$ cat src/include/tcdm_defines.svh
/* width, depth, memory size and execute latency macros */
`ifndef TCDM_DEFINES_SVH
`define TCDM_DEFINES_SVH

// initiator interface fields
`define TCDM_AW 16 // byte address bits
`define TCDM_DW 32 // data word bits
`define TCDM_BW 8  // bits per byte-enable lane
`define TCDM_IW 4  // transaction id bits

// queue and buffer sizing
`define TCDM_FIFO_DEPTH 4 // entries per outstanding queue
`define TCDM_RESP_SLOTS 4 // result buffer entries

// memory array
`define TCDM_MEM_WORDS 256 // words, not bytes

// ex_valid to rs_valid, in cycles
`define TCDM_EX_LATENCY 2

`endif

$ cat src/design/hci_pkg.sv
/* initiator-side field types, packed request and response queue words */
`include "tcdm_defines.svh"

package hci_pkg;

  localparam int unsigned HCI_BEW = `TCDM_DW / `TCDM_BW; // byte-enable lanes

  typedef logic [`TCDM_AW-1:0] hci_addr_t; // byte address
  typedef logic [`TCDM_DW-1:0] hci_data_t;
  typedef logic [HCI_BEW-1:0]  hci_be_t;   // one bit per byte lane
  typedef logic [`TCDM_IW-1:0] hci_id_t;

  // add + id + data + be + wen
  localparam int unsigned HCI_REQ_W  = `TCDM_AW + `TCDM_IW + `TCDM_DW + HCI_BEW + 1;
  // id + err + data
  localparam int unsigned HCI_RESP_W = `TCDM_IW + 1 + `TCDM_DW;

  typedef logic [HCI_REQ_W-1:0]  hci_req_word_t;  // {add, id, data, be, wen}
  typedef logic [HCI_RESP_W-1:0] hci_resp_word_t; // {id, err, data}

endpackage

$ cat src/design/hci_fifo.sv
/* flop-based circular FIFO with valid/ready on both sides, clear, empty and full */
`timescale 1ns/1ps

module hci_fifo #(
  parameter int unsigned DATA_WIDTH = 32,
  parameter int unsigned FIFO_DEPTH = 4
) (
  input  logic                  clk_i,
  input  logic                  reset_i,
  input  logic                  clear_i,
  input  logic                  push_valid_i,
  output logic                  push_ready_o,
  input  logic [DATA_WIDTH-1:0] push_data_i,
  output logic                  pop_valid_o,
  input  logic                  pop_ready_i,
  output logic [DATA_WIDTH-1:0] pop_data_o,
  output logic                  empty_o,
  output logic                  full_o
);

  localparam int unsigned PW = (FIFO_DEPTH > 1) ? $clog2(FIFO_DEPTH) : 1;
  localparam int unsigned CW = $clog2(FIFO_DEPTH + 1);

  logic [DATA_WIDTH-1:0] mem_q [FIFO_DEPTH]; // payload, no reset
  logic [PW-1:0]         wr_ptr_q, rd_ptr_q;
  logic [CW-1:0]         cnt_q;              // fill level
  logic                  push_fire, pop_fire;

  // wrap explicitly so non power-of-two depths work
  function automatic logic [PW-1:0] ptr_next(input logic [PW-1:0] p);
    ptr_next = (p == PW'(FIFO_DEPTH - 1)) ? '0 : p + 1'b1;
  endfunction

  assign empty_o      = (cnt_q == '0);
  assign full_o       = (cnt_q == CW'(FIFO_DEPTH));
  assign push_ready_o = ~full_o;
  assign pop_valid_o  = ~empty_o;  // no fall-through, data is one cycle behind push
  assign pop_data_o   = mem_q[rd_ptr_q];
  assign push_fire    = push_valid_i & push_ready_o;
  assign pop_fire     = pop_valid_o & pop_ready_i;

  always_ff @(posedge clk_i) begin
    if (reset_i || clear_i) begin
      wr_ptr_q <= '0;
      rd_ptr_q <= '0;
      cnt_q    <= '0;
    end else begin
      if (push_fire) wr_ptr_q <= ptr_next(wr_ptr_q);
      if (pop_fire) rd_ptr_q <= ptr_next(rd_ptr_q);
      if (push_fire != pop_fire) cnt_q <= push_fire ? cnt_q + 1'b1 : cnt_q - 1'b1;
    end
  end

  always_ff @(posedge clk_i) begin
    if (push_fire) mem_q[wr_ptr_q] <= push_data_i; // stale write on clear is harmless
  end

  // fill level stays within depth, pointers meet only when empty or full
  ap_no_overflow : assert property (@(posedge clk_i) disable iff (reset_i)
    cnt_q <= CW'(FIFO_DEPTH));
  ap_no_underflow : assert property (@(posedge clk_i) disable iff (reset_i)
    (wr_ptr_q == rd_ptr_q) == (empty_o || full_o));

endmodule

$ cat src/design/hci_outstanding_fifo.sv
/* outstanding buffer: request queue toward memory, response queue back to the initiator */
`timescale 1ns/1ps
`include "tcdm_defines.svh"

module hci_outstanding_fifo #(
  parameter int unsigned FIFO_DEPTH = `TCDM_FIFO_DEPTH
) (
  input  logic               clk_i,
  input  logic               reset_i,
  input  logic               clear_i,
  // target side, facing the accelerator
  input  logic               tgt_req_valid_i,
  output logic               tgt_req_ready_o,
  input  hci_pkg::hci_addr_t tgt_req_add_i,
  input  logic               tgt_req_wen_i,  // 1 read, 0 write
  input  hci_pkg::hci_be_t   tgt_req_be_i,
  input  hci_pkg::hci_data_t tgt_req_data_i,
  input  hci_pkg::hci_id_t   tgt_req_id_i,
  output logic               tgt_resp_valid_o,
  input  logic               tgt_resp_ready_i,
  output hci_pkg::hci_data_t tgt_resp_data_o,
  output hci_pkg::hci_id_t   tgt_resp_id_o,
  output logic               tgt_resp_err_o,
  // initiator side, facing the memory path
  output logic               ini_req_valid_o,
  input  logic               ini_req_ready_i,
  output hci_pkg::hci_addr_t ini_req_add_o,
  output logic               ini_req_wen_o,
  output hci_pkg::hci_be_t   ini_req_be_o,
  output hci_pkg::hci_data_t ini_req_data_o,
  output hci_pkg::hci_id_t   ini_req_id_o,
  input  logic               ini_resp_valid_i,
  output logic               ini_resp_ready_o,
  input  hci_pkg::hci_data_t ini_resp_data_i,
  input  hci_pkg::hci_id_t   ini_resp_id_i,
  input  logic               ini_resp_err_i,
  output logic               empty_o,
  output logic               full_o
);

  import hci_pkg::*;

  hci_req_word_t  req_push_word, req_pop_word;
  hci_resp_word_t resp_push_word, resp_pop_word;
  logic           req_empty, req_full, resp_empty, resp_full;

  // same field order as the target request bundle
  assign req_push_word = {tgt_req_add_i, tgt_req_id_i, tgt_req_data_i, tgt_req_be_i, tgt_req_wen_i};
  assign {ini_req_add_o, ini_req_id_o, ini_req_data_o, ini_req_be_o, ini_req_wen_o} = req_pop_word;

  assign resp_push_word = {ini_resp_id_i, ini_resp_err_i, ini_resp_data_i};
  assign {tgt_resp_id_o, tgt_resp_err_o, tgt_resp_data_o} = resp_pop_word;

  hci_fifo #(
    .DATA_WIDTH ($bits(hci_req_word_t)),
    .FIFO_DEPTH (FIFO_DEPTH)
  ) i_req_fifo (
    .clk_i        (clk_i),
    .reset_i      (reset_i),
    .clear_i      (clear_i),
    .push_valid_i (tgt_req_valid_i),
    .push_ready_o (tgt_req_ready_o), // low while full
    .push_data_i  (req_push_word),
    .pop_valid_o  (ini_req_valid_o),
    .pop_ready_i  (ini_req_ready_i),
    .pop_data_o   (req_pop_word),
    .empty_o      (req_empty),
    .full_o       (req_full)
  );

  hci_fifo #(
    .DATA_WIDTH ($bits(hci_resp_word_t)),
    .FIFO_DEPTH (FIFO_DEPTH)
  ) i_resp_fifo (
    .clk_i        (clk_i),
    .reset_i      (reset_i),
    .clear_i      (clear_i),
    .push_valid_i (ini_resp_valid_i),
    .push_ready_o (ini_resp_ready_o),
    .push_data_i  (resp_push_word),
    .pop_valid_o  (tgt_resp_valid_o),
    .pop_ready_i  (tgt_resp_ready_i),
    .pop_data_o   (resp_pop_word),
    .empty_o      (resp_empty),
    .full_o       (resp_full)
  );

  assign empty_o = req_empty & resp_empty; // idle only when both drained
  assign full_o  = req_full | resp_full;

endmodule

$ cat config.mk
export PLATFORM = sky130hd
export DESIGN_NAME = hci_outstanding_fifo
export DESIGN_NICKNAME = d
export VERILOG_FILES = /design/src/design/hci_pkg.sv /design/src/design/hci_fifo.sv /design/src/design/hci_outstanding_fifo.sv
export VERILOG_INCLUDE_DIRS = /design/src /design/src/include
export SDC_FILE = /design/constraint.sdc
export NUM_CORES = 1
export LEC_CHECK = 0
export ABC_AREA = 1
export BUFFER_PORTS_ARGS = -buffer_cell sky130_fd_sc_hd__buf_2
export CAP_MARGIN = 20
export CORE_ASPECT_RATIO = 0.7
export CORE_MARGIN = 3
export CORE_UTILIZATION = 40
export CTS_BUF_LIST = sky130_fd_sc_hd__clkbuf_16
export CTS_CLUSTER_SIZE = 20
export DETAILED_ROUTE_END_ITERATION = 6
export GPL_ROUTABILITY_DRIVEN = 0
export PLACE_DENSITY = 0.64
export SYNTH_ARGS = -nofsm -noshare
export SYNTH_HDL_FRONTEND = slang
export SYNTH_HIERARCHICAL = 1
export SYNTH_SLANG_ARGS = --single-unit
$ cat constraint.sdc
create_clock -name clk_i -period 5 [get_ports clk_i]
set_clock_uncertainty 0.2 [all_clocks]
set_input_delay 0.25 -clock clk_i [delete_from_list [all_inputs] [get_ports clk_i]]
set_output_delay 0.25 -clock clk_i [all_outputs]
set_load 0.1 [all_outputs]
# [Word-level counts from Yosys, hierarchy flattened]
# Memories as Yosys holds them, arrays and structs flattened. A register that Yosys moved wholly into a read port is not among the register bits.
# Index checks and enable logic that the tools add are counted.
[word_totals] reg_bits=14 ramBits=376 inputBits=101 out_inout_bits=100 word_cells=51 n_memories=2
[classes] add_sub_neg=8 n_eq_ne=8 n_mux=14 bitwise=10 reduce_logical=3
[mem_list] name="i_req_fifo.mem_q" depth=4 width=57 rd=1 rd_clocked_by_memory_dff=1 write_ports=1 line_no="hci_fifo.sv:24" rtl="logic [DATA_WIDTH-1:0] mem_q [FIFO_DEPTH];"
[mem_list] name="i_resp_fifo.mem_q" depth=4 width=37 rd=1 rd_clocked_by_memory_dff=1 write_ports=1 line_no="hci_fifo.sv:24"
[ops] cell="$mux 2" count=8
[ops] cell="$add 2x1->2 const B" count=4
[ops] cell="$eq 2x2->1 const B" count=4
[ops] cell="$add 3x1->3 const B" count=2
[ops] cell="$eq 3x3->1 const B" count=2
[ops] cell="$logic_not 3->1" count=2
[ops] cell="$mux 3" count=2
[ops] cell="$sub 3x1->3 const B" count=2
[ops] cell="$and 1x1->1" count=5
[ops] cell="$mux 1" count=4
[ops] cell="$not 1->1" count=4
[ops] cell="$ne 1x1->1" count=2
[ops] cell="$logic_or 1x1->1" count=1
[ops] cell="$or 1x1->1" count=1

# [Depth between registers and ports, before layout]
[depth] depth_word=5 mapped_depth=10 mapped_depth_nobuf=9

# [Hierarchy]
# Netlist, hierarchy kept.
[modules_own_cells] mod="hci_fifo at i_req_fifo" n_inst=1 cells_each=617 area_each_um2=8907.3
[modules_own_cells] mod="hci_fifo at i_resp_fifo" n_inst=1 cells_each=424 area_each_um2=5949.5
[modules_own_cells] mod="hci_outstanding_fifo" n_inst=1 cells_each=5 area_each_um2=18.8

# [Least setup slack after synthesis]
# OpenSTA, ideal clock, no wires.
[synth_timing] path_kind="register to register" from="reg i_req_fifo.cnt_q[0]" to="mem i_req_fifo/mem_q[0][0] in the netlist's numbering, enable pin" setup_ns=0.472 t_arrival_ns=3.386 required_time_ns=4.328 slack_ns=0.942 stages_incl_launch_ff=6 path_buffers=1 cell_sequence="dfxtp_1 > nor2_4 > nand2_4 > nand2_2 > buf_6 > nor2_1"
[synth_via] elab_chain_cells=5
[synth_rtl] item="start, declared" line_no="hci_fifo.sv:26" rtl="logic [CW-1:0] cnt_q;"
[synth_rtl] item="start signal, assigned" line_no="hci_fifo.sv:50" rtl="if (push_fire != pop_fire) cnt_q <= push_fire ? cnt_q + 1'b1 : cnt_q - 1'b1;"
[synth_rtl] item="$eq 3x3->1" line_no="hci_fifo.sv:35" rtl="assign full_o = (cnt_q == CW'(FIFO_DEPTH));"
[synth_rtl] item="$not 1->1" line_no="hci_fifo.sv:36" rtl="assign push_ready_o = ~full_o;"
[synth_rtl] item="named net tgt_req_ready_o" line_no="hci_outstanding_fifo.sv:13" rtl="output logic tgt_req_ready_o,"
[synth_rtl] item="$and 1x1->1" line_no="hci_fifo.sv:39" rtl="assign push_fire = push_valid_i & push_ready_o;"
[synth_rtl] item="$mux 1" line_no="hci_fifo.sv:55" rtl="if (push_fire) mem_q[wr_ptr_q] <= push_data_i;"
[synth_rtl] item="$mux 1 (implied by the code)" line_no="hci_fifo.sv:55"
[synth_rtl] item="end, declared" line_no="hci_fifo.sv:24"
# The timed path passes the listed nets, and every way through them passes these cells.

==> impl_metrics.json <==
{
  "status": "finished, final reports clean",
  "maximum_cell_stage_delay_along_the_critical_path_ns": 0.70,
  "cp_data_required_time_ns": 4.55,
  "dr.first_iter.drc_count": 649,
  "path_class": "reg -> out",
  "synth-warning-count": 6,
  "vias_per_cell": 5.02,
  "drt_pass1_iterations": 5,
  "cts_hold_bufs": 102,
  "setup-violations-final": 0,
  "period_share_pct": 67.5,
  "fin_crit_ns": 3.37,
  "clock_tree.htree_level_count": 2,
  "cts_tree": "built",
  "max-clock-path-buffers": 3,
  "fillCellCount": 3009,
  "placementRows": 58,
  "path_delay_family": "buffers and inverters",
  "cts_root_buf": "clkbuf_16",
  "synth_seq_cells": 394,
  "post_dp_hpwl_um": 19100,
  "tritoncts_num_sinks": 394,
  "cts_post_setup_buffers_inserted": 0,
  "crit_path_max_fanout": 29,
  "worstPathCellList": "inv_1 -> buf_4 -> o21ai_0 -> o22ai_1 -> buf_2",
  "synthDistinctLibCells": 25,
  "worst-path-stages": 5,
  "grt_setup_unrepaired": "no",
  "die-height_um": 167,
  "post_synth_top_area_share_pct": 75.9,
  "num-nets-final": 1458,
  "worst_hold_path.num_cells": 3,
  "crit_slowest_cell": "inv_1",
  "antenna_violations_before_repair": 1,
  "start_util_pct": 41.0,
  "drv_cap": 0,
  "sequential_share_of_the_synthesized_area_pct": 78.3,
  "synth.avg_cell_area_um2": 14.2,
  "area.growth.synth_to_final_pct": 25.9,
  "design_power_total_uw": 7880,
  "hold_slack_ns": 0.0803,
  "drtAntennaViolNets": 0,
  "floorplan.die.width_um": 236,
  "via_count": 9309,
  "io-pin-count": 201,
  "static-leakage-power_uw": 0.00676,
  "area_contributors_post_synth": "edfxtp_1 (76%), o21ai_0 (6.7%), nor2_1 (5.4%)",
  "vdd.ir_drop.worst_mv": 0.232,
  "syn_nets": 1159,
  "count_of_cells_resized_by_post_cts_repair": 0,
  "number_of_slew_limit_violations_in_the_final_report": 0,
  "p_per_area_mw_per_mm2": 421,
  "timing_worst_slew_pin_value_ns": 0.974,
  "final_layout_size_suffix_gt1_share_pct": 22.1,
  "timing.critical_path.from_type": "flop",
  "report.final.hold_viol_count": 0,
  "worst_ep_arrival_time_ns": 2.92,
  "achievable-frequency_mhz": 296,
  "grt_max_degree": 82,
  "post-synth-top-area-cell": "edfxtp_1",
  "synthTopCellsByCount": "edfxtp_1 (376), nor2_1 (214), o21ai_0 (200), o22ai_1 (94)",
  "synth_edf_count": 376,
  "synthesis.instances": 1046,
  "timing.critical_path.buf_inv": 3,
  "finalCoreUtilization_pct": 51.6,
  "finalSetupTns_ns": 0,
  "synthesis.area_mm2": 0.0149,
  "cts_buffers": 38,
  "number_of_global_route_vias_before_repair": 9326,
  "first_pass_grt_wire_length_um": 52200,
  "reg2regPathDepth": 11,
  "totalWireLength_um": 33600,
  "floorplan.core_area_mm2": 0.0363,
  "clk_pin_slew_worst_paths_ns": 0.06,
  "drt-wirelength-per-cell_um": 18.1,
  "port-buffer-count": 200,
  "finish.instance_area_mm2": 0.0187,
  "detail_route.drc_violations": 0,
  "crit_path_end_kind": "output pin",
  "dieArea_mm2": 0.0396,
  "gr-usage-all-layers_pct": 16.5,
  "relSlewSlack_pct": 35.0,
  "most_instantiated_library_cell_after_synthesis": "edfxtp_1",
  "overflow": 0,
  "postSynth.asyncResetShare_pct": 0,
  "holdCritPathClass": "in -> reg",
  "worstSkewPairLatency_ns": 0.53,
  "detailed_place.area_mm2": 0.0164,
  "dominantRegCellSynth": "edfxtp_1"
}
-- placed cells by master (no fill, tap or decap), types with 2 or more instances in the layout --
cell type      count
o21ai_0          200
clkinv_8           2
nand2_1           10
dfxtp_1           15
o22ai_1           94
dfxtp_2            2
nor2_4            10
nand2_4            2
clkinv_2           8
buf_2            200
ha_1              10
diode_2            2
buf_4             17
clkinv_1           5
o211a_1            2
bufinv_16          6
nand3_1            3
nand3_2            2
dlygate4sd3_1    102
clkinvlp_4         2
nand2_2            6
nor2_1           206
a21oi_1            6
inv_1             40
fa_1               2
edfxtp_1         376
clkbuf_16         39
-- layout make-up --
cell class / instances / area, µm² / share of cell area [%]
clock buffer: 39 / 976 / 5.21
sequential: 394 / 11700 / 62.2
tap: 480 / 601 / 3.21
clock inverter: 30 / 317 / 1.69
multi-input combinational: 556 / 2870 / 15.3
inverter: 35 / 133 / 0.708
antenna: 2 / 5.00 / 0.0267
timing repair buffer: 320 / 2180 / 11.6
-- per-stage QoR --
stage / setup slack (ns) / instances
detailed placement: 1.78 / 1682
global placement: 1.85 / 1682
floorplan: 0.942 / 1046
finish: 1.63 / 1856
global route: 1.41 / 1855
CTS: 1.21 / 1853
-- cells by family after synthesis --
logic type | count (synthesis) | synth area share, %
DFF | 394 | 78.3
AOI/OAI and AO/OA | 304 | 11.2
and+or+nand+nor | 240 | 6.56
buffers and inverters | 96 | 2.82
adders and majority gates | 12 | 1.11
-- path summary, 6_finish.rpt --
path                          startpoint                      end  slack [ns]
setup / recovery                    flop         ini_req_add_o[0]        1.63
hold / removal          ini_resp_valid_i  i_resp_fifo/wr_ptr_q[1]        0.08
setup reg to reg    i_resp_fifo/cnt_q[0]     i_resp_fifo/cnt_q[2]        1.96
hold reg to reg   i_req_fifo/rd_ptr_q[1]                     flop        0.32
-- metal layers --
metal | share of wire [%] | vias to the layer above | global-route usage, %
met4 | 2.1 | 0 | 4.52
met2 | 46 | 274 | 26.1
met3 | 6.5 | 52 | 3.82
met1 | 45 | 4491 | 23.0
li1 | - | 4492 | -
met5 | 0 | - | 0
-- registers in the layout, indices dropped and copies added (netlist names), named ones only --
signal,flops
i_req_fifo/wr_ptr_q,2
i_resp_fifo/rd_ptr_q,2
i_req_fifo/cnt_q,3
i_resp_fifo/wr_ptr_q,2
i_req_fifo/rd_ptr_q,2
i_resp_fifo/cnt_q,3
i_resp_fifo/mem_q,148
i_req_fifo/mem_q,228
-- power breakdown --
| part | internal (µW) | total, µW | switching (µW) | leakage (µW) |
|---|---|---|---|---|
| Clock | 1740 | 2940 | 1200 | 0.000656 |
| Sequential | 3720 | 3750 | 28.6 | 0.00360 |
| Combinational | 221 | 1190 | 967 | 0.00250 |
| Total | 5680 | 7880 | 2200 | 0.00676 |
-- worst register-to-register path, stage by stage, from the launching register on --
cell,delay (ns)
dfxtp_1,0.44
nor2_4,0.07
nand2_2,0.08
nand2_2,0.22
fa_1,0.47
inv_1,0.09
nand3_2,0.08
nand3_1,0.10
nand2_1,0.05
dlygate4sd3_1,0.57
nor2_1,0.08
dlygate4sd3_1,0.54
Note: power is estimated with default switching activity, not from simulation.
