===== config.mk =====
export PLATFORM = sky130hd
export DESIGN_NAME = tcdm_addr_decode
export DESIGN_NICKNAME = d
export VERILOG_FILES = /design/src/design/hci_pkg.sv /design/src/design/tcdm_mem_pkg.sv /design/src/design/tcdm_addr_decode.sv
export VERILOG_INCLUDE_DIRS = /design/src /design/src/include
export SDC_FILE = /design/constraint.sdc
export NUM_CORES = 1
export LEC_CHECK = 0
export ABC_AREA = 1
export ABC_CLOCK_PERIOD_IN_PS = 1700
export BUFFER_PORTS_ARGS = -buffer_cell sky130_fd_sc_hd__buf_4
export CELL_PAD_IN_SITES_DETAIL_PLACEMENT = 0
export CELL_PAD_IN_SITES_GLOBAL_PLACEMENT = 2
export CORE_UTILIZATION = 23
export DETAILED_ROUTE_END_ITERATION = 7
export PLACE_DENSITY = 0.77
export RECOVER_POWER = 50
export SYNTH_ARGS = -nofsm -noshare
export SYNTH_HDL_FRONTEND = slang
export SYNTH_SLANG_ARGS = --single-unit

===== constraint.sdc =====
create_clock -name clk_i -period 1.7 [get_ports clk_i]
set_input_delay 0.255 -clock clk_i [delete_from_list [all_inputs] [get_ports clk_i]]
set_output_delay 0.255 -clock clk_i [all_outputs]
set_load 0.01 [all_outputs]

===== src/include/tcdm_defines.svh =====
/* width, depth, memory size and execute latency macros */
`ifndef TCDM_DEFINES_SVH
`define TCDM_DEFINES_SVH

// initiator interface fields
`define TCDM_AW 16 // byte address bits
`define TCDM_DW 32 // data word bits
`define TCDM_BW 8  // bits per byte-enable lane
`define TCDM_IW 4  // transaction id bits

// queue and buffer sizing
`define TCDM_FIFO_DEPTH 4 // entries per outstanding queue
`define TCDM_RESP_SLOTS 4 // result buffer entries

// memory array
`define TCDM_MEM_WORDS 256 // words, not bytes

// ex_valid to rs_valid, in cycles
`define TCDM_EX_LATENCY 2

`endif


===== src/design/hci_pkg.sv =====
/* initiator-side field types, packed request and response queue words */
`include "tcdm_defines.svh"

package hci_pkg;

  localparam int unsigned HCI_BEW = `TCDM_DW / `TCDM_BW; // byte-enable lanes

  typedef logic [`TCDM_AW-1:0] hci_addr_t; // byte address
  typedef logic [`TCDM_DW-1:0] hci_data_t;
  typedef logic [HCI_BEW-1:0]  hci_be_t;   // one bit per byte lane
  typedef logic [`TCDM_IW-1:0] hci_id_t;

  // add + id + data + be + wen
  localparam int unsigned HCI_REQ_W  = `TCDM_AW + `TCDM_IW + `TCDM_DW + HCI_BEW + 1;
  // id + err + data
  localparam int unsigned HCI_RESP_W = `TCDM_IW + 1 + `TCDM_DW;

  typedef logic [HCI_REQ_W-1:0]  hci_req_word_t;  // {add, id, data, be, wen}
  typedef logic [HCI_RESP_W-1:0] hci_resp_word_t; // {id, err, data}

endpackage


===== src/design/tcdm_mem_pkg.sv =====
/* memory-side types: word index and result buffer occupancy */
`include "tcdm_defines.svh"

package tcdm_mem_pkg;

  localparam int unsigned MEM_IDX_W  = $clog2(`TCDM_MEM_WORDS);
  // must reach TCDM_RESP_SLOTS itself, hence the +1
  localparam int unsigned RESP_CNT_W = $clog2(`TCDM_RESP_SLOTS + 1);

  typedef logic [MEM_IDX_W-1:0]  mem_index_t;  // word index into the array
  typedef logic [RESP_CNT_W-1:0] resp_count_t; // buffered + in-flight responses

endpackage


===== src/design/tcdm_addr_decode.sv =====
/* decode stage: one register, byte address to word index, range check */
`timescale 1ns/1ps
`include "tcdm_defines.svh"

module tcdm_addr_decode (
  input  logic                     clk_i,
  input  logic                     reset_i,
  input  logic                     clear_i,
  input  logic                     req_valid_i,
  output logic                     req_ready_o,
  input  hci_pkg::hci_addr_t       req_add_i,
  input  logic                     req_wen_i,
  input  hci_pkg::hci_be_t         req_be_i,
  input  hci_pkg::hci_data_t       req_data_i,
  input  hci_pkg::hci_id_t         req_id_i,
  input  logic                     space_i,    // result stage has a free reservation
  output logic                     ex_valid_o,
  output tcdm_mem_pkg::mem_index_t ex_index_o,
  output logic                     ex_err_o,
  output logic                     ex_wen_o,
  output hci_pkg::hci_be_t         ex_be_o,
  output hci_pkg::hci_data_t       ex_data_o,
  output hci_pkg::hci_id_t         ex_id_o
);

  import hci_pkg::*;
  import tcdm_mem_pkg::*;

  localparam int unsigned WAW = $bits(hci_addr_t) - 2; // word address bits

  logic [WAW-1:0] word_addr;
  mem_index_t     word_index;
  logic           out_of_range;
  logic           accept;

  // execute has no ready, so the register empties every cycle and only space stalls
  assign req_ready_o  = space_i;
  assign accept       = req_valid_i & req_ready_o;
  assign word_addr    = req_add_i[$bits(hci_addr_t)-1:2]; // drop byte offset
  assign word_index   = mem_index_t'(word_addr);
  assign out_of_range = 32'(word_addr) >= 32'(`TCDM_MEM_WORDS);

  always_ff @(posedge clk_i) begin
    if (reset_i || clear_i) ex_valid_o <= 1'b0;
    else ex_valid_o <= accept; // issue one cycle after acceptance
  end

  always_ff @(posedge clk_i) begin
    if (accept) begin
      ex_index_o <= word_index;
      ex_err_o   <= out_of_range;
      ex_wen_o   <= req_wen_i;
      ex_be_o    <= req_be_i;
      ex_data_o  <= req_data_i;
      ex_id_o    <= req_id_i;
    end
  end

endmodule


* Word-level counts from Yosys, hierarchy flattened *
Index checks and enable logic that the tools add are counted.

storage, ports and cells
  output and inout bits = 52
  input bits = 62
  register bits after elaboration = 51
  word-level logic and storage cells = 10

operators by class
  bitwise logic cells = 1
  reductions and logical operators = 1
  order comparisons = 1

operators by type and width
  kind                                                                                   count
  14-bit by 9-bit greater-or-equal comparator with 1-bit output (second input constant)  1
  1-bit AND                                                                              1
  1-bit logical OR                                                                       1

* Longest topological paths before layout *
Gate-level depths: netlist of run 1.

  word-level depth = 1
  depth in mapped cells = 2
  gate-level depth less buffers = 2

* Worst setup path before layout of run 1 *
No wires, ideal clock.

  path type = input to register
  start point = in req_valid_i
  end point = reg ex_be_o[0] (enable)
  arrival time = 1308 ps
  required time = 1296 ps
  setup time = 404 ps
  setup slack = -12 ps
  buffers on the path = 0
  stages on the path = 2
  cells stage by stage = nand2_1 -> inv_1

on the way
  cells in the longest elaborated chain, start to end = 1

ends and longest elaborated chain
  element                 line                    text
  start: declaration      tcdm_addr_decode.sv:9   input logic req_valid_i,
  1-bit AND               tcdm_addr_decode.sv:38  assign accept = req_valid_i & req_ready_o;
  via accept              tcdm_addr_decode.sv:34  logic accept;
  end signal: assignment  tcdm_addr_decode.sv:53  ex_be_o <= req_be_i;
  end: declaration        tcdm_addr_decode.sv:21  output hci_pkg::hci_be_t ex_be_o,

The timed path passes the listed nets, and every way through them passes these cells.
A chain may end at the register's enable or synchronous reset.

* Worst setup path in the final report of run 1 *
  start point = in req_valid_i
  end point = reg ex_data_o[7] (enable)

on the way
  cells in the longest elaborated chain, start to end = 1

ends and longest elaborated chain
  element                 line                    text
  1-bit AND               tcdm_addr_decode.sv:38
  via accept              tcdm_addr_decode.sv:34
  end signal: assignment  tcdm_addr_decode.sv:54  ex_data_o <= req_data_i;
  end: declaration        tcdm_addr_decode.sv:22  output hci_pkg::hci_data_t ex_data_o,

The timed path passes the listed nets, and every way through them passes these cells.

==> qor_table.md, run 1 <==
| Parameter | Value | Unit |
|:---|:---|:---|
| CP endpoint kind | flop | - |
| Least-Margin Pin Slew | 0.670 | ns |
| Leak | 1.06 | nW |
| Total of max-cap violations | 0 | - |
| Number of buffers added by the clock tree synthesis step | 5 | - |
| Source of the critical timing path | req_valid_i | - |
| Met3 track utilization from global routing | 4.42 | % |
| Number of max-slew violations in the final report | 0 | - |
| GPL Wtd Cong | 0.640 | - |
| Type of origin of the critical path | input pin | - |
| RSZ-0062 raised after global routing | false | - |
| Post-layout min period | 1.16 | ns |
| PwrDens | 949 | nW/µm² |
| CP Data Required Time | 1.63 | ns |
| Final-report hold violation count | 0 | - |
| Type of the tightest min-delay check | in -> reg | - |
| Category of the critical setup timing path | in -> reg | - |
| Die W | 84.5 | µm |
| Root Driver | sky130_fd_sc_hd__clkbuf_8 | - |
| Layer carrying the most global-route usage | met2 | - |
| Post-Route Utilization | 40.0 | % |
| Synth Register Bits | 51 | - |
| Number of setup violations in the final report | 0 | - |
| CP Capture Point | ex_data_o[7] | - |
| Count of warnings emitted by yosys | 0 | - |
| # rows | 29 | - |
| Maximum clock frequency | 0.861 | GHz |
| Cells after Synth | 60 | - |
| Final-layout fill cell count | 621 | - |
| Part of the Yosys area used for sequential elements | 97.2 | % |
| Inserted Diodes | 0 | - |
| Worst-case setup margin in the final layout | 0.539 | ns |
| Count of input and output buffers | 111 | - |
| Max transition margin | 55.3 | % |
| Average vias per placed instance | 3.91 | - |
| Met1 GRT Util | 9.94 | % |
| Drt drc | 8 | - |
| Total global routing overflow | 0 | - |
| First-pass GRT wire length | 4950 | µm |
| Final Net Count | 241 | - |
| Cell Area, Synth | 1570 | µm² |
| Result of the run | finished, violations left | - |
| Num Clock Sinks | 51 | - |
| Vias in the first global route | 1009 | - |
| Share of layout cells above drive strength 1 | 67.8 | % |
| Total detailed-routing wirelength | 3290 | µm |
| Place WS | 0.480 | ns |
| Combined global-route utilization of all metal layers | 9.05 | % |
| Die Footprint | 7140 | µm² |
| First-pass iteration count of the detailed router | 7 | - |
| # hold bufs at CTS | 0 | - |
| Number of DRC markers after the initial detailed-route iteration | 59 | - |
| Post-CTS clock slew at the launch and capture registers of the worst setup and hold paths | 0.09 | ns |
| Violated checks | DRC | - |
| Design Power | 2.45 | mW |
| Area growth from synthesis to layout | 65.2 | % |
| Via total after detailed routing | 1006 | - |
| Hold Path Depth | 1 | - |
| Chip height | 84.5 | µm |
| Detailed-placement wirelength estimate | 2600 | µm |
| Largest net degree at the start of global routing | 29 | - |
| CTS tree | yes | - |
| Effective utilization at floorplan | 24.2 | % |
| Maximum fanout count along the critical path | 28 | - |
| Leading cell types in the layout, fill and taps excluded | sky130_fd_sc_hd__buf_4 (59), sky130_fd_sc_hd__clkbuf_4 (51), sky130_fd_sc_hd__edfxtp_1 (50) | - |
| Leading cell type in the layout, fill and taps excluded | sky130_fd_sc_hd__buf_4 | - |
| Wire per inst | 12.8 | µm |
| Global-route met2 utilization | 15.4 | % |
| Bufs on Longest Clock Path | 2 | - |
| Maximum ir drop on the vdd rail | 0.359 | mV |
| Post-CTS setup-driven buffer insertion count | 0 | - |
| Top-level port count | 114 | - |
| Antenna Violating Nets Remaining | 0 | - |
| Origin of the worst min-delay path | req_wen_i | - |
| Total Negative Setup Slacks | 0 | ns |
| # resized after CTS | 0 | - |
| Data arrival time of the worst path | 1.09 | ns |
| Standard cell core area | 6460 | µm² |
| Post-synthesis net count | 122 | - |
| Worst hold slack after final layout | 0.150 | ns |
| Distinct cell type count of the synthesized netlist | 8 | - |
| Syn Area/Cell | 26.1 | µm² |
| H-tree level count | 2 | - |
| Antenna violations before repair | 0 | - |
| Tcrit/Tclk final | 68.3 | % |
stage by stage:
step	std cells	area, µm²
6_report	257	2590
5_1_grt	257	2590
4_1_cts	257	2590
3_5_place_dp	249	2510
3_3_place_gp	249	2510
2_1_floorplan	60	1570
critical path, cell delays in order:
cell and delay, ns:
sky130_fd_sc_hd__clkbuf_4 0.10, sky130_fd_sc_hd__nand2_1 0.10, sky130_fd_sc_hd__clkinvlp_4 0.09, sky130_fd_sc_hd__clkbuf_2 0.53
cell families after synthesis:
logic type / after synthesis / synth area share, %
buf+inv: 2 / 0.719
simple gates: 7 / 2.08
flops: 51 / 97.2
report_power, final:
group / internal [mW] / switching [mW]
combinational: 0.173 / 0.114
clock: 0.287 / 0.386
sequential: 1.47 / 0.0217
total: 1.93 / 0.522
registers in the layout, summed over array words and instances (netlist names):
signal,cells
ex_index_o,8
ex_be_o,4
ex_data_o,32
ex_id_o,4
ex_valid_o,1
ex_err_o,1
ex_wen_o,1
worst min-delay path by stage:
stage               slack (ns)             to
floorplan                 0.35     ex_be_o[0]
global route              0.13       ex_wen_o
CTS                       0.11     ex_be_o[1]
detailed placement        0.43  ex_data_o[18]
finish                    0.15       ex_wen_o
global placement          0.43  ex_data_o[17]
per-layer routing:
layer / routed length (µm) / up-vias
met5: 0 / -
met1: 1140 / 465
li1: - / 468
met2: 1660 / 70
met4: 14 / 0
met3: 470 / 3
synthesized netlist by cell type, drive strengths merged:
cell type | n | area share (%)
buf | 1 | 0.48
dfxtp | 1 | 1.3
edfxtp | 50 | 96
inv | 1 | 0.24
nand2 | 1 | 0.24
nand3 | 1 | 0.32
nor2 | 4 | 0.96
nor2b | 1 | 0.56
area by class of cell:
type	instances	area, µm²	share of cell area, %
sequential	51	1520	58.8
timing repair buffer	113	840	32.5
tap	77	96.3	3.73
clock buffer	5	68.8	2.66
multi-input combinational	7	32.5	1.26
clock inverter	3	20.0	0.774
inverter	1	7.51	0.290
Power figures use the tool's default switching activity.
==> run 2: changes to the inputs <==
--- a/config.mk
+++ b/config.mk
@@ -6,8 +6,8 @@
 export SDC_FILE = /design/constraint.sdc
 export NUM_CORES = 1
 export LEC_CHECK = 0
-export ABC_AREA = 1
-export ABC_CLOCK_PERIOD_IN_PS = 1700
+export ABC_AREA = 0
+export ABC_CLOCK_PERIOD_IN_PS = 1050
 export BUFFER_PORTS_ARGS = -buffer_cell sky130_fd_sc_hd__buf_4
 export CELL_PAD_IN_SITES_DETAIL_PLACEMENT = 0
 export CELL_PAD_IN_SITES_GLOBAL_PLACEMENT = 2
==> constraint.sdc (replaced) <==
create_clock -name clk_i -period 1.05 [get_ports clk_i]
set_input_delay 0.1575 -clock clk_i [delete_from_list [all_inputs] [get_ports clk_i]]
set_output_delay 0.1575 -clock clk_i [all_outputs]
set_load 0.01 [all_outputs]
==> qor_table.md, run 2 <==
| Parameter | Value | Unit |
|:---|:---|:---|
| Top Family by Delay on Critical Path | flip-flops | - |
| Bufs on Longest Clock Path | 2 | - |
| Final-report hold violation count | 0 | - |
| Category of the critical setup timing path | reg -> out | - |
| Part of the Yosys area used for sequential elements | 97.4 | % |
| Leak | 1.08 | nW |
| Type of the tightest min-delay check | in -> reg | - |
| Total Negative Setup Slacks | 0 | ns |
| Max transition margin | 59.5 | % |
| Die Footprint | 7120 | µm² |
| Leading registers by flop count | ex_data_o x32, ex_index_o x8 | - |
| PwrDens | 1600 | nW/µm² |
| Post-Layout Cell Count | 256 | - |
| Result of the run | finished, violations left | - |
| Syn Area/Cell | 27.4 | µm² |
| CP endpoint kind | output port | - |
| Flip-flop count of the largest register, all copies and words added | 32 | - |
| Post-layout min period | 0.992 | ns |
| Number of max-slew violations in the final report | 0 | - |
| Combined global-route utilization of all metal layers | 9.12 | % |
| Total of max-cap violations | 0 | - |
| Maximum ir drop on the vdd rail | 0.654 | mV |
| Effective utilization at floorplan | 24.2 | % |
| Antenna Violating Nets Remaining | 0 | - |
| Worst-case setup margin in the final layout | 0.0584 | ns |
| Data arrival time of the worst path | 0.83 | ns |
| Chip height | 84.4 | µm |
| Type of origin of the critical path | flop | - |
| Share of layout cells above drive strength 1 | 67.6 | % |
| Inserted Diodes | 0 | - |
| Least-Margin Pin Slew | 0.607 | ns |
| Synth Register Bits | 51 | - |
| Total global routing overflow | 0 | - |
| Most used flip-flop cell after synthesis | sky130_fd_sc_hd__edfxtp_1 | - |
| Die W | 84.4 | µm |
| CP max stage cell | sky130_fd_sc_hd__edfxtp_1 | - |
| Root Driver | sky130_fd_sc_hd__clkbuf_8 | - |
| Post-synthesis net count | 119 | - |
| Wire per inst | 12.5 | µm |
| Area growth from synthesis to layout | 67.8 | % |
| Cells after Synth | 57 | - |
| Count of input and output buffers | 111 | - |
| Post-Route Utilization | 40.6 | % |
| Count of warnings emitted by yosys | 0 | - |
| Number of synthesized flops with an enable pin | 50 | - |
| Place WS | 0.148 | ns |
| Violated checks | DRC | - |
| Number of setup violations in the final report | 0 | - |
| Register with the highest flop count | ex_data_o | - |
| CP Data Required Time | 0.89 | ns |
| # resized after CTS | 0 | - |
| Leading cell type in the layout, fill and taps excluded | sky130_fd_sc_hd__buf_4 | - |
| CTS tree | yes | - |
| Series of cell instances along the critical path | buf_4 | - |
| Distinct cell type count of the synthesized netlist | 8 | - |
| Standard cell core area | 6460 | µm² |
| Maximum fanout count along the critical path | 1 | - |
| Maximum clock frequency | 1.01 | GHz |
| Top-level port count | 114 | - |
| First-pass iteration count of the detailed router | 6 | - |
| GPL Wtd Cong | 0.660 | - |
| Leading cell types in the layout, fill and taps excluded | sky130_fd_sc_hd__buf_4 (60), sky130_fd_sc_hd__edfxtp_1 (50), sky130_fd_sc_hd__clkbuf_4 (50) | - |
| Top-area cell type share of the netlist area | 96.2 | % |
| Tcrit/Tclk final | 94.4 | % |
| RSZ-0062 raised after global routing | false | - |
| Buffer and inverter count on the worst path | 1 | - |
| Share of flip-flops with an asynchronous set or reset | 0 | % |
| Largest cells by area after synthesis | sky130_fd_sc_hd__edfxtp_1 (96%), sky130_fd_sc_hd__dfxtp_1 (1.3%), sky130_fd_sc_hd__nor3b_2 (0.80%), sky130_fd_sc_hd__buf_4 (0.48%), sky130_fd_sc_hd__and2_1 (0.40%) | - |
| Final-layout fill cell count | 607 | - |
| Area leader, netlist | sky130_fd_sc_hd__edfxtp_1 | - |
| Total detailed-routing wirelength | 3200 | µm |
| Via total after detailed routing | 977 | - |
| Post-CTS clock slew at the launch and capture registers of the worst setup and hold paths | 0.09 | ns |
| Final Net Count | 240 | - |
| Design Power | 4.18 | mW |
| # rows | 29 | - |
| Vias in the first global route | 972 | - |
| Library cell with the highest instance count after synthesis | sky130_fd_sc_hd__edfxtp_1 | - |
| Placed instance count | 246 | - |
| Antenna violations before repair | 0 | - |
| Cell Area, Synth | 1560 | µm² |
| Largest net degree at the start of global routing | 27 | - |
| Critical Path Max Stage Delay | 0.39 | ns |
| First-pass GRT wire length | 4680 | µm |
| Drt drc | 16 | - |
| Number of DRC markers after the initial detailed-route iteration | 33 | - |
| Num Clock Sinks | 51 | - |
| Average vias per placed instance | 3.82 | - |
| Number of buffers added by the clock tree synthesis step | 5 | - |
| H-tree level count | 2 | - |
## run 2: cell types whose count changed after synthesis
| cell | previous run | this run |
|---|---|---|
| sky130_fd_sc_hd__nor3b_2 | 0 | 1 |
| sky130_fd_sc_hd__nor2_1 | 4 | 1 |
| sky130_fd_sc_hd__and2_1 | 0 | 1 |
| sky130_fd_sc_hd__inv_1 | 1 | 0 |
| sky130_fd_sc_hd__nor2b_2 | 1 | 0 |
| sky130_fd_sc_hd__nor4_1 | 0 | 1 |
| sky130_fd_sc_hd__nand3_1 | 1 | 0 |
## run 2: final timing paths
kind | slack [ns] | end | depth (start not counted) | from
max | 0.06 | ex_id_o[0] | 1 | ex_id_o[0]
min | 0.05 | ex_data_o[22] | 1 | req_data_i[22]
## run 2: report_power, final
part	leakage [nW]	switching [mW]	internal [mW]
Combinational	0.547	0.182	0.286
Clock	0.0556	0.598	0.698
Sequential	0.479	0.0338	2.38
Total	1.08	0.814	3.37
## run 2: metal layers
| layer | global-route usage (%) | vias up | wire [µm] |
|---|---|---|---|
| met5 | 0 | - | 0 |
| met1 | 9.45 | 438 | 1060 |
| met4 | 3.70 | 0 | 44 |
| met2 | 14.2 | 69 | 1570 |
| li1 | - | 465 | - |
| met3 | 6.59 | 5 | 524 |
## run 2: final cells by class
type	count	area, µm²	area share [%]
clock buffer	5	68.8	2.63
clock inverter	3	38.8	1.48
multi-input combinational	5	35.0	1.34
sequential	51	1520	58.1
tap	77	96.3	3.68
timing repair buffer	115	860	32.8
## run 2: through the flow
step           area, µm²  hold slack [ns]
4_1_cts             2640          0.00311
5_1_grt             2620           0.0241
2_1_floorplan       1560            0.226
6_report            2620           0.0529
3_5_place_dp        2530            0.324
3_3_place_gp        2530            0.321
## run 2: logic make-up (layout without fill, tap and decap cells)
kind of cell | Yosys count | count (layout) | synth area share (%)
simple gates | 5 | 5 | 2.08
flops | 51 | 51 | 97.4
buf+inv | 1 | 123 | 0.481
## run 2: timing repair
| item | CTS | global route |
|---|---|---|
| setup buffers | 0 | 0 |
| hold endpoints to repair | 1 | 1 |
| hold buffers | 1 | 1 |
